File: src/logic/ahb_burst_pkg.sv
package ahb_burst_pkg;

    localparam int DATA_W     = 32;
    localparam int MAX_BEATS  = 8;                       // Words in the write data block
    localparam int BEAT_CNT_W = $clog2(MAX_BEATS + 1);   // Holds 0 to MAX_BEATS

    // Transfer type
    typedef enum logic [1:0] {
        HTRANS_IDLE   = 2'b00,
        HTRANS_BUSY   = 2'b01,
        HTRANS_NONSEQ = 2'b10,
        HTRANS_SEQ    = 2'b11
    } htrans_t;

    // Burst codes, the unsupported ones stay for a complete decode
    typedef enum logic [2:0] {
        BURST_SINGLE = 3'b000,
        BURST_INCR   = 3'b001,
        BURST_WRAP4  = 3'b010,
        BURST_INCR4  = 3'b011,
        BURST_WRAP8  = 3'b100,
        BURST_INCR8  = 3'b101,
        BURST_WRAP16 = 3'b110,
        BURST_INCR16 = 3'b111
    } hburst_t;

    typedef enum logic [2:0] {
        SIZE_BYTE = 3'b000,
        SIZE_HALF = 3'b001,
        SIZE_WORD = 3'b010
    } hsize_t;

    typedef enum logic [1:0] {
        RESP_OKAY  = 2'b00,
        RESP_ERROR = 2'b01,
        RESP_RETRY = 2'b10,
        RESP_SPLIT = 2'b11
    } hresp_t;

    // Word 0 sits in the low bits
    typedef logic [MAX_BEATS-1:0][DATA_W-1:0] wdata_block_t;

    // Beats in one burst
    function automatic logic [BEAT_CNT_W-1:0] burst_beats(hburst_t burst);
        case (burst)
            BURST_WRAP4, BURST_INCR4: return BEAT_CNT_W'(4);
            BURST_WRAP8, BURST_INCR8: return BEAT_CNT_W'(8);
            default:                  return BEAT_CNT_W'(1);
        endcase
    endfunction

    function automatic logic burst_is_wrap(hburst_t burst);
        case (burst)
            BURST_WRAP4, BURST_WRAP8, BURST_WRAP16: return 1'b1;
            default:                                return 1'b0;
        endcase
    endfunction

endpackage

File: src/logic/burst_seq_if.sv
`timescale 1ns/100ps

// Sequencer to datapath handshake, all signals describe the next bus cycle
interface burst_seq_if;
    import ahb_burst_pkg::*;

    logic                  req;          // Bus request pending
    logic                  load;         // First address phase issued
    logic                  addr_adv;     // Address accepted, another follows
    logic                  addr_active;
    logic                  first;        // First beat of the burst
    logic                  data_active;  // Write data phase in progress
    logic [BEAT_CNT_W-1:0] data_idx;
    logic                  finish;       // Burst ends, done or aborted

    modport seq (
        output req, load, addr_adv, addr_active, first, data_active, data_idx, finish
    );

    modport addr (
        input load, addr_adv, finish
    );

    modport drive (
        input req, load, addr_active, first, data_active, data_idx, finish
    );

endinterface

File: src/logic/burst_sequencer.sv
`timescale 1ns/100ps

module burst_sequencer (
    input  logic                   hclk,
    input  logic                   hresetn,
    input  logic                   trans_en,
    input  logic                   new_trans,
    input  logic                   hgrant,
    input  logic                   hready,
    input  ahb_burst_pkg::hresp_t  hresp,
    input  ahb_burst_pkg::hburst_t hburst,
    input  logic                   hwrite,
    output logic                   trans_finish,
    burst_seq_if.seq               seq
);
    import ahb_burst_pkg::*;

    typedef enum logic [2:0] {
        IDLE,
        REQ,
        GRANT,
        TRANSMIT,
        DONE
    } state_t;

    state_t state, state_nxt;

    logic [BEAT_CNT_W-1:0] beats;
    logic [BEAT_CNT_W-1:0] addr_cnt, addr_cnt_nxt;   // Accepted address phases
    logic [BEAT_CNT_W-1:0] data_cnt, data_cnt_nxt;   // Completed data phases
    logic                  in_xfer;
    logic                  addr_pend;
    logic                  data_pend;
    logic                  abort;
    logic                  addr_take;
    logic                  data_take;
    logic                  last_done;

    assign beats     = burst_beats(hburst);
    assign in_xfer   = (state == TRANSMIT);
    assign addr_pend = in_xfer && (addr_cnt < beats);     // Address phase on the bus
    assign data_pend = in_xfer && (data_cnt < addr_cnt);  // Data phase on the bus

    // A response only counts while a data phase is out
    assign abort = !trans_en || (data_pend && (hresp != RESP_OKAY));

    assign addr_take = addr_pend && hready && !abort;
    assign data_take = data_pend && hready && !abort;

    assign addr_cnt_nxt = addr_cnt + BEAT_CNT_W'(addr_take);
    assign data_cnt_nxt = data_cnt + BEAT_CNT_W'(data_take);
    assign last_done    = in_xfer && !abort && (data_cnt_nxt == beats);

    always_comb begin
        state_nxt = state;
        case (state)
            IDLE:     if (new_trans && trans_en) state_nxt = REQ;
            REQ: begin
                if (!trans_en) begin
                    state_nxt = DONE;
                end else if (hgrant) begin
                    state_nxt = GRANT;
                end
            end
            GRANT:    state_nxt = trans_en ? TRANSMIT : DONE;
            TRANSMIT: if (abort || last_done) state_nxt = DONE;
            DONE:     state_nxt = IDLE;
            default:  state_nxt = IDLE;
        endcase
    end

    always_ff @(posedge hclk or negedge hresetn) begin
        if (!hresetn) begin
            state        <= IDLE;
            addr_cnt     <= '0;
            data_cnt     <= '0;
            trans_finish <= 1'b0;
        end else begin
            state        <= state_nxt;
            trans_finish <= (state == DONE);
            if (in_xfer) begin
                addr_cnt <= addr_cnt_nxt;
                data_cnt <= data_cnt_nxt;
            end else begin
                addr_cnt <= '0;  // Fresh count for every burst
                data_cnt <= '0;
            end
        end
    end

    // Datapath controls for the coming bus cycle
    assign seq.req         = (state == REQ);
    assign seq.load        = (state == GRANT) && trans_en;
    assign seq.addr_adv    = addr_take && (addr_cnt_nxt < beats);
    assign seq.addr_active = seq.load || (in_xfer && !abort && (addr_cnt_nxt < beats));
    assign seq.first       = seq.addr_active && (addr_cnt_nxt == '0);
    assign seq.data_active = hwrite && in_xfer && !abort && (data_cnt_nxt < addr_cnt_nxt);
    assign seq.data_idx    = data_cnt_nxt;
    assign seq.finish      = (state == DONE);

endmodule

File: src/logic/burst_addr_gen.sv
`timescale 1ns/100ps

module burst_addr_gen #(
    parameter int ADDR_W = 32
) (
    input  logic                   hclk,
    input  logic                   hresetn,
    input  logic [ADDR_W-1:0]      haddr_start,
    input  ahb_burst_pkg::hsize_t  hsize,
    input  ahb_burst_pkg::hburst_t hburst,
    output logic [ADDR_W-1:0]      haddr,
    burst_seq_if.addr              seq
);
    import ahb_burst_pkg::*;

    logic [1:0]        size_shift;  // log2 of bytes per beat
    logic [ADDR_W-1:0] step;
    logic [ADDR_W-1:0] boundary;
    logic [ADDR_W-1:0] wrap_mask;
    logic [ADDR_W-1:0] addr_inc;
    logic [ADDR_W-1:0] addr_nxt;

    always_comb begin
        case (hsize)
            SIZE_BYTE: size_shift = 2'd0;
            SIZE_HALF: size_shift = 2'd1;
            default:   size_shift = 2'd2;
        endcase
    end

    assign step     = ADDR_W'(1) << size_shift;
    assign boundary = ADDR_W'(burst_beats(hburst)) << size_shift;  // Beats times bytes
    assign addr_inc = haddr + step;

    // Wrapping keeps everything above the boundary
    always_comb begin
        wrap_mask = boundary - ADDR_W'(1);
        if (burst_is_wrap(hburst)) begin
            addr_nxt = (haddr & ~wrap_mask) | (addr_inc & wrap_mask);
        end else begin
            addr_nxt = addr_inc;
        end
    end

    always_ff @(posedge hclk or negedge hresetn) begin
        if (!hresetn) begin
            haddr <= '0;
        end else if (seq.load) begin
            haddr <= haddr_start;
        end else if (seq.addr_adv) begin
            haddr <= addr_nxt;
        end else if (seq.finish) begin
            haddr <= '0;
        end
    end

    // Under wait states neither pulse comes, so haddr holds

endmodule

File: src/logic/bus_signal_drive.sv
`timescale 1ns/100ps

module bus_signal_drive (
    input  logic                                  hclk,
    input  logic                                  hresetn,
    input  logic                                  hwrite_in,
    input  ahb_burst_pkg::hsize_t                 hsize_in,
    input  ahb_burst_pkg::hburst_t                hburst_in,
    input  ahb_burst_pkg::wdata_block_t           wdata,
    output logic                                  hbusreq,
    output logic                                  hlock,
    output ahb_burst_pkg::htrans_t                htrans,
    output logic                                  hwrite,
    output ahb_burst_pkg::hsize_t                 hsize,
    output ahb_burst_pkg::hburst_t                hburst,
    output logic [ahb_burst_pkg::DATA_W-1:0]      hwdata,
    burst_seq_if.drive                            seq
);
    import ahb_burst_pkg::*;

    localparam int IDX_W = $clog2(MAX_BEATS);

    logic [IDX_W-1:0]  word_sel;
    logic [DATA_W-1:0] word;
    htrans_t           htrans_nxt;

    assign word_sel = seq.data_idx[IDX_W-1:0];
    assign word     = wdata[word_sel];

    always_comb begin
        if (!seq.addr_active) begin
            htrans_nxt = HTRANS_IDLE;
        end else if (seq.first) begin
            htrans_nxt = HTRANS_NONSEQ;
        end else begin
            htrans_nxt = HTRANS_SEQ;
        end
    end

    always_ff @(posedge hclk or negedge hresetn) begin
        if (!hresetn) begin
            hbusreq <= 1'b0;
            hlock   <= 1'b0;
            htrans  <= HTRANS_IDLE;
            hwrite  <= 1'b0;
            hsize   <= SIZE_BYTE;
            hburst  <= BURST_SINGLE;
        end else begin
            htrans <= htrans_nxt;

            // Request and lock stay up for the whole burst
            if (seq.finish) begin
                hbusreq <= 1'b0;
                hlock   <= 1'b0;
            end else if (seq.req) begin
                hbusreq <= 1'b1;
                hlock   <= 1'b1;
            end

            if (seq.load) begin
                hwrite <= hwrite_in;
                hsize  <= hsize_in;
                hburst <= hburst_in;
            end else if (seq.finish) begin
                hwrite <= 1'b0;  // Back to read when idle
                hsize  <= SIZE_BYTE;
                hburst <= BURST_SINGLE;
            end
        end
    end

    // Write data follows its address phase by one cycle
    always_ff @(posedge hclk or negedge hresetn) begin
        if (!hresetn) begin
            hwdata <= '0;
        end else if (seq.data_active) begin
            hwdata <= word;
        end else begin
            hwdata <= '0;
        end
    end

endmodule

File: src/logic/ahb_burst_master.sv
`timescale 1ns/100ps

module ahb_burst_master #(
    parameter int ADDR_W = 32
) (
    input  logic                             hclk,
    input  logic                             hresetn,
    input  logic                             trans_en,
    input  logic                             new_trans,
    input  logic                             hgrant,
    input  logic                             hready,
    input  logic [ADDR_W-1:0]                haddr_start,
    input  logic                             hwrite_in,
    input  ahb_burst_pkg::hsize_t            hsize_in,
    input  ahb_burst_pkg::hburst_t           hburst_in,
    input  ahb_burst_pkg::hresp_t            hresp,
    input  ahb_burst_pkg::wdata_block_t      wdata,
    output logic                             hbusreq,
    output logic                             hlock,
    output ahb_burst_pkg::htrans_t           htrans,
    output logic [ADDR_W-1:0]                haddr,
    output logic                             hwrite,
    output ahb_burst_pkg::hsize_t            hsize,
    output ahb_burst_pkg::hburst_t           hburst,
    output logic [ahb_burst_pkg::DATA_W-1:0] hwdata,
    output logic                             trans_finish
);

    burst_seq_if u_seq_if ();

    // Burst FSM, the only place that looks at hready and hresp
    burst_sequencer u_sequencer (
        .hclk         (hclk),
        .hresetn      (hresetn),
        .trans_en     (trans_en),
        .new_trans    (new_trans),
        .hgrant       (hgrant),
        .hready       (hready),
        .hresp        (hresp),
        .hburst       (hburst_in),
        .hwrite       (hwrite_in),
        .trans_finish (trans_finish),
        .seq          (u_seq_if.seq)
    );

    burst_addr_gen #(
        .ADDR_W (ADDR_W)
    ) u_addr_gen (
        .hclk        (hclk),
        .hresetn     (hresetn),
        .haddr_start (haddr_start),
        .hsize       (hsize_in),
        .hburst      (hburst_in),
        .haddr       (haddr),
        .seq         (u_seq_if.addr)
    );

    bus_signal_drive u_drive (
        .hclk      (hclk),
        .hresetn   (hresetn),
        .hwrite_in (hwrite_in),
        .hsize_in  (hsize_in),
        .hburst_in (hburst_in),
        .wdata     (wdata),
        .hbusreq   (hbusreq),
        .hlock     (hlock),
        .htrans    (htrans),
        .hwrite    (hwrite),
        .hsize     (hsize),
        .hburst    (hburst),
        .hwdata    (hwdata),
        .seq       (u_seq_if.drive)
    );

endmodule

File: config.mk
export PLATFORM = sky130hd
export DESIGN_NAME = ahb_burst_master
export DESIGN_NICKNAME = d
export VERILOG_FILES = /design/src/logic/ahb_burst_pkg.sv /design/src/logic/burst_seq_if.sv /design/src/logic/burst_sequencer.sv /design/src/logic/burst_addr_gen.sv /design/src/logic/bus_signal_drive.sv /design/src/logic/ahb_burst_master.sv
export SDC_FILE = /design/constraint.sdc
export NUM_CORES = 1
export LEC_CHECK = 0
export ABC_AREA = 1
export BUFFER_PORTS_ARGS = -buffer_cell sky130_fd_sc_hd__buf_2
export CAP_MARGIN = 20
export CORE_AREA = 2 2 146 148
export DETAILED_ROUTE_END_ITERATION = 10
export DIE_AREA = 0 0 148 150
export PLACE_DENSITY = 0.67
export SLEW_MARGIN = 20
export SYNTH_ARGS = -nofsm -noshare
export SYNTH_HDL_FRONTEND = slang
export SYNTH_SLANG_ARGS = --single-unit
export TNS_END_PERCENT = 30
File: constraint.sdc
create_clock -name hclk -period 3.2 [get_ports hclk]
set_input_delay 0.16 -clock hclk [delete_from_list [all_inputs] [get_ports hclk]]
set_output_delay 0.16 -clock hclk [all_outputs]
set_load 0.05 [all_outputs]
# ---- Word level (Yosys, flattened, before mapping)
# Cells that the tools add are included.
dict set report word_totals {
  latch_bits 0
  word_cells 100
  romBits 0
  mem_count 0
  mem_bits_rw 0
  output_inout_bits 76
  input_bits 303
  regBits 86
}
dict set report op_classes {
  eq_ne 14
  shift 2
  multipliers 0
  add_sub_neg 4
  n_lt_le_gt_ge 5
  n_div 0
  n_mux 27
  bitwise_logic 4
  reduce_logical 33
}
# op count
set ops {}
lappend ops {{$mux 32} 6}
lappend ops {{$bmux 32 s3} 1}
lappend ops {{$and 32x32->32} 2}
lappend ops {{$add 32x32->32} 1}
lappend ops {{$not 32->32} 1}
lappend ops {{$or 32x32->32} 1}
lappend ops {{$shl 1x2->32 const A} 1}
lappend ops {{$shl 4x2->32} 1}
lappend ops {{$sub 32x1->32 const B} 1}
lappend ops {{$mux 3} 8}
lappend ops {{$logic_and 1x1->1} 17}
lappend ops {{$lt 4x4->1} 4}
lappend ops {{$eq 3x2->1 const B} 4}
lappend ops {{$eq 3x3->1 const B} 4}
lappend ops {{$pmux 3 s4} 1}
lappend ops {{$add 4x1->4} 2}
lappend ops {{$mux 4} 2}
lappend ops {{$pmux 4 s2} 1}
lappend ops {{$eq 3x1->1 const B} 2}
lappend ops {{$logic_not 3->1} 2}
lappend ops {{$mux 1} 6}
lappend ops {{$reduce_bool 2->1} 3}
lappend ops {{$eq 4x4->1} 1}
lappend ops {{$logic_not 4->1} 1}
lappend ops {{12 further kinds} 16}

# ---- Depth between registers and ports, before layout
dict set report logic_depth {
  word_depth 14
  ltp_mapped 21
  depth_no_buf 19
}

# ---- By module
# From an unflattened synthesis, not the netlist that was laid out.
dict set report hier_totals {
  hier_cells 1497
  area_unflattened_um2 8404.3
}
# module area_each_um2 cells_each instances
set modules_own_cells {}
lappend modules_own_cells {bus_signal_drive 4635.7 923 1}
lappend modules_own_cells {burst_addr_gen 2820.2 439 1}
lappend modules_own_cells {burst_sequencer 948.4 135 1}

# ---- Least setup slack after synthesis
# OpenSTA, ideal clock, no wires.
dict set report synth_timing {
  path_type {flip-flop to flip-flop}
  startpoint {register u_sequencer.addr_cnt[3]}
  endpoint {register u_addr_gen.haddr[23]}
  setup_ns 0.125
  arrival_ns 2.839
  stages_incl_launch_ff 21
  slack_ns 0.236
  path_cell_list {dfrtp_1 -> inv_1 -> ha_1 -> nand2_1 -> nand2_1 -> nor2_1 -> nand3_1 -> nand2_1 -> nor2_4 -> buf_2 -> ha_1 -> nand2_1 -> inv_1 -> nand2_1 -> xor2_2 -> ha_1 -> a21oi_2 -> nand2_2 -> buf_2 -> nand3_1 -> nand3_1}
}
dict set report synth_between {
  elab_chain_len 11
  elab_cells_between_ends 15
  cone_classes {1 x add/sub; 3 x order compare; 2 x mux; 9 x reduce/logical}
}
# element line_no
set synth_rtl {}
lappend synth_rtl {{start, declared} burst_sequencer.sv:29} ;# logic [BEAT_CNT_W-1:0] addr_cnt, addr_cnt_nxt;
lappend synth_rtl {{start signal, assigned} burst_sequencer.sv:82} ;# addr_cnt <= addr_cnt_nxt;
lappend synth_rtl {{$lt 4x4->1} burst_sequencer.sv:42} ;# assign data_pend = in_xfer && (data_cnt < addr_cnt);
lappend synth_rtl {{$logic_and 1x1->1} burst_sequencer.sv:42}
lappend synth_rtl {{$logic_and 1x1->1} burst_sequencer.sv:45} ;# assign abort = !trans_en || (data_pend && (hresp != RESP_OKAY));
lappend synth_rtl {{$logic_or 1x1->1} burst_sequencer.sv:45}
lappend synth_rtl {{$logic_not 1->1} burst_sequencer.sv:47} ;# assign addr_take = addr_pend && hready && !abort;
lappend synth_rtl {{$logic_and 1x1->1} burst_sequencer.sv:47}
lappend synth_rtl {{$add 4x1->4} burst_sequencer.sv:50} ;# assign addr_cnt_nxt = addr_cnt + BEAT_CNT_W'(addr_take);
lappend synth_rtl {{$lt 4x4->1} burst_sequencer.sv:94} ;# assign seq.addr_adv = addr_take && (addr_cnt_nxt < beats);
lappend synth_rtl {{$logic_and 1x1->1 *} burst_sequencer.sv:94}
lappend synth_rtl {{$mux 32} burst_addr_gen.sv:50} ;# end else if (seq.addr_adv) begin
lappend synth_rtl {{$mux 32} burst_addr_gen.sv:48} ;# end else if (seq.load) begin
lappend synth_rtl {{end signal, assigned} burst_addr_gen.sv:49} ;# haddr <= haddr_start;
lappend synth_rtl {{end signal, assigned} burst_addr_gen.sv:51} ;# haddr <= addr_nxt;
lappend synth_rtl {{end, declared} burst_addr_gen.sv:11} ;# output logic [ADDR_W-1:0] haddr,
# Every way passes the cells marked *; elsewhere a longest branch is shown, timed or not.
# A chain may end at the register's enable or synchronous reset.

# ---- Worst setup path in the final report
dict set report layout_timing {
  startpoint {register u_sequencer.data_cnt[3]}
  endpoint {register u_drive.hwdata[2] (netlist name)}
}
dict set report layout_between {
  elab_chain_len 10
  elab_cells_between_ends 16
  cone_classes {2 x add/sub; 2 x order compare; 3 x mux; 9 x reduce/logical}
}
# element line_no
set layout_rtl {}
lappend layout_rtl {{start, declared} burst_sequencer.sv:30} ;# logic [BEAT_CNT_W-1:0] data_cnt, data_cnt_nxt;
lappend layout_rtl {{start signal, assigned} burst_sequencer.sv:83} ;# data_cnt <= data_cnt_nxt;
lappend layout_rtl {{$lt 4x4->1} burst_sequencer.sv:42}
lappend layout_rtl {{$logic_and 1x1->1} burst_sequencer.sv:42}
lappend layout_rtl {{$logic_and 1x1->1} burst_sequencer.sv:45}
lappend layout_rtl {{$logic_or 1x1->1} burst_sequencer.sv:45}
lappend layout_rtl {{$logic_not 1->1} {burst_sequencer.sv:47, burst_sequencer.sv:48, burst_sequencer.sv:97}}
lappend layout_rtl {{$logic_and 1x1->1, on equally long branches} {burst_sequencer.sv:48, burst_sequencer.sv:47}}
lappend layout_rtl {{$add 4x1->4, on equally long branches} {burst_sequencer.sv:51, burst_sequencer.sv:50}}
lappend layout_rtl {{$lt 4x4->1 or $bmux 32 s3 (tied branches)} {burst_sequencer.sv:97, bus_signal_drive.sv:28}}
lappend layout_rtl {{$logic_and 1x1->1 or $mux 32 (tied branches)} {burst_sequencer.sv:97, bus_signal_drive.sv:28}}
lappend layout_rtl {{$mux 32 *} bus_signal_drive.sv:76} ;# end else if (seq.data_active) begin
lappend layout_rtl {{end signal, assigned} bus_signal_drive.sv:77} ;# hwdata <= word;
lappend layout_rtl {{end, declared} bus_signal_drive.sv:16} ;# output logic [ahb_burst_pkg::DATA_W-1:0] hwdata,
# Every way passes the cells marked *; elsewhere a longest branch is shown, timed or not. The select of a mux whose other input is x is not followed.

==> flow_summary_export.csv <==
group,metric,value,unit
status,status,"complete, no violations",
grt,grt_pass1_vias,8286,
sta,whs,0.0208,ns
place,dpl-instance-area,0.00932,mm^2
grt,grt_antenna_before_repair,15,
sta,finalCritPeriodShare,0.933,
setup_path,arrival,3.27,ns
floorplan,core_area,0.0207,mm^2
power_and_ir_drop,pwr-share-comb,0.438,
min_path,hp-start,"haddr_start[22]",
min_path,hold_class,"input pin to flip-flop",
floorplan,die_x,148,um
finish,drive_above_1_share,0.304,
grt,use_met1,0.330,
floorplan,initial_core_util,0.343,
grt,overflow,0,
synthesis,syn_inst,1116,
synthesis,synth_edf_count,0,
setup_path,worstPathRequired,3.48,ns
cts,cts-buffers-inserted,9,
synthesis,synth_compound_gate_area_share,0.191,
setup_path,cp-end-kind,"flip-flop",
routing,drc_errors,0,
finish,fin_nets,1786,
setup_path,path_cells,"ha_1 -> nand2_1 -> nand2_1 -> nor2_1 -> nand3_1 -> nand2_2 -> nor2_4 -> buf_4 -> ha_1 -> inv_1 -> nand2_1 -> and2_1 -> ha_1 -> a21oi_1 -> o21ai_0 -> nand3_1 -> nand3_4 -> clkbuf_16 -> nor2_1",
routing,antenna_left,0,
grt,track_usage,0.257,
routing,wl_per_cell,17.0,um
place,place_congestion,0.957,
setup_path,rr_worst_depth,19,
floorplan,dieArea,0.0222,mm^2
synthesis,synthMuxAreaShare,0.00159,
sta,slew_viol_final,0,
flow_run,maxCapViolations,0,
finish,syn_to_final_growth,37.5,%
sta,layout_min_cycle_time,2.99,ns
routing,wl,29.8,mm
power_and_ir_drop,power.net_switching,2.46,mW
sta,setup_viol,0,
synthesis,ys_seq_elements,86,
synthesis,synth_adder_area_share,0.0310,
sta,tightest_slew,0.871,ns
power_and_ir_drop,seqPwrFrac,0.328,
setup_path,crit_type,"flip-flop to flip-flop",
floorplan,die_y,150,um
cts,path_clk_slew,0.07,ns
routing,firstDrtPassIters,5,
synthesis,synth_top_area_cell,"dfrtp_1",
setup_path,start_kind,"flip-flop",
power_and_ir_drop,swShare,0.473,
grt,grt_max_degree,91,
grt,grt_pass1_wl,44.6,mm
synthesis,synth_top_family_by_area,"simple AND/OR/NAND/NOR gates",
sta,clock_skew,0.00954,ns
synthesis,syn_area,0.00710,mm^2
cts,clock_path_buffers,2,
synthesis,synth_ff_type,"dfrtp_1",
synthesis,yosysTopAreaCellShare,0.303,
grt,met2_usage,0.426,
synthesis,synthXorXnorAreaFrac,0.0196,
floorplan,io_pins,379,
setup_path,cp_slowest_cell,"dfrtp_1",
cts,cts_tree,"done",
synthesis,yosysWarningCount,0,
setup_path,cp_max_fo,16,
setup_path,crit_path_start,"u_sequencer.data_cnt[3]",
grt,grt.busiest_layer,"met2",
sta,timing.fmax,335,MHz
setup_path,worstReg2RegStart,"u_sequencer.data_cnt[3]",
sta,setup_tns,0,ns
power_and_ir_drop,clkPwrFrac,0.235,
finish,fin_area,0.00975,mm^2
synthesis,synth.distinct_cells,39,
synthesis,synthTopCellsByCount,"nand2_1, a21oi_1, nand3_1",
synthesis,synth_area_leaders,"dfrtp_1, nand2_1, a21oi_1",
sta,max_slew_margin,0.416,
cts,clkLatencyLatePin,0.35,ns
synthesis,yosys.area_share.simple,0.374,
synthesis,syn-mean-instance-area,6.36,um^2
routing,vias,9120,
synthesis,async_flop_share,1.00,
sta,grt_setup_unrepaired,"no",
floorplan,num_rows,53,
place,dp_hpwl,23.2,mm
setup_path,r2r_slack,0.21,ns
min_path,hold_path_depth,3,
power_and_ir_drop,leakagePower,5.41,nW
setup_path,worst_path_largest_cell_delay,0.42,ns
cts,root_buffer,"clkbuf_16",
grt,grt_use_met3,0.0537,
synthesis,synth_most_common_cell,"nand2_1",
synthesis,yosysSeqAreaShare,0.303,
cts,clock_sinks,86,
finish,fillers,2206,
sta,hold_violations,0,
power_and_ir_drop,vdd_ir_drop_max,232,uV
power_and_ir_drop,pwr_density_cell,534,mW/mm^2
cts,cts_max_level,3,
place,io_buffer_count,378,
routing,viasPerCell,5.20,
power_and_ir_drop,intPower,2.75,mW
routing,drt_iter0_markers,528,
[state kept, by name (all words and copies together) (netlist names), 2 cells and up]
signal,count
u_sequencer.addr_cnt,4
u_drive.hsize,3
u_addr_gen.haddr,32
u_drive.hburst,3
u_sequencer.data_cnt,4
u_sequencer.state,3
u_drive.htrans,2
u_drive.hwdata,32
[critical path, delay by kind of cell, from the launching register on]
kind	cells	cell delay (ns)
compound gates	2	0.22
buf+inv	3	0.40
flops	1	0.42
fa+ha+maj	3	0.79
simple gates	11	1.07
[power groups by stage]
| stage | combinational [mW] | sequential (mW) | clock [mW] |
|---|---|---|---|
| 6_report | 2.28 | 1.71 | 1.22 |
| 4_1_cts | 2.29 | 1.69 | 1.24 |
| 3_5_place_dp | 2.28 | 1.71 | 0 |
| 5_1_grt | 2.48 | 1.75 | 1.28 |
| 3_3_place_gp | 2.27 | 1.71 | 0 |
| 2_1_floorplan | 0.850 | 2.40 | 0 |
[cell usage in the layout, fill, tap and decap left out, drive strengths merged, types with 2 or more instances in the layout]
cell type  count
buf          405
nand2        385
a21oi        103
nor2         101
nand3         99
dfrtp         86
inv           71
o21ai         47
nand4         34
a22oi         31
a32o          31
ha            16
clkbuf        12
diode          8
nor3           8
xor2           8
xnor2          7
nand3b         3
conb           3
or2            2
o22ai          2
and2           2
a31oi          2
bufinv         2
clkinv         2
[kinds of logic after synthesis]
kind of cell / after synthesis
mux: 1
xor+xnor: 15
flops: 86
compound gates: 220
fa+ha+maj: 17
buf+inv: 140
other cells: 2
simple gates: 635
[what timing repair did]
action,in CTS,in global routing
buffers inserted,2,0
cloned,0,1
hold endpoints to repair,46,0
hold buffers,1,0
pin swaps,1,1
endpoints found under the setup margin,32,54
resized for setup,0,9
[worst paths after layout]
path                                         to
hold reg to reg                u_drive.hsize[1]
setup reg to reg              u_drive.hwdata[2]
hold / removal             u_addr_gen.haddr[22]
max in group asynchronous    u_drive.hwdata[13]
setup / recovery              u_drive.hwdata[2]
min in group asynchronous   u_addr_gen.haddr[2]
[through the flow]
stage	setup WS, ns	total power, mW	std cells	utilization
after global placement	0.0190	3.98	1726	0.450
after global routing	0.00735	5.51	1751	0.471
after floorplan	0.236	3.25	1117	-
after detailed placement	-0.0901	4.00	1726	0.450
after CTS	0.0499	5.22	1745	0.468
final	0.215	5.21	1754	0.471
[area by class of cell]
| class | instances | area [um^2] | area share |
|---|---|---|---|
| multi-input combinational | 891 | 4430 | 0.454 |
| timing repair buffer | 407 | 2210 | 0.226 |
| sequential | 86 | 2150 | 0.221 |
| tap | 275 | 344 | 0.0353 |
| inverter | 71 | 272 | 0.0278 |
| clock buffer | 11 | 253 | 0.0259 |
| clock inverter | 5 | 81.3 | 0.00834 |
| antenna | 8 | 20.0 | 0.00205 |
[per-layer routing]
metal | routed length (um) | vias up
li1 | - | 4456
met1 | 12200 | 4204
met2 | 14500 | 388
met3 | 2270 | 60
met4 | 819 | 12
met5 | 80 | -
Note: power is estimated with default switching activity, not from simulation.
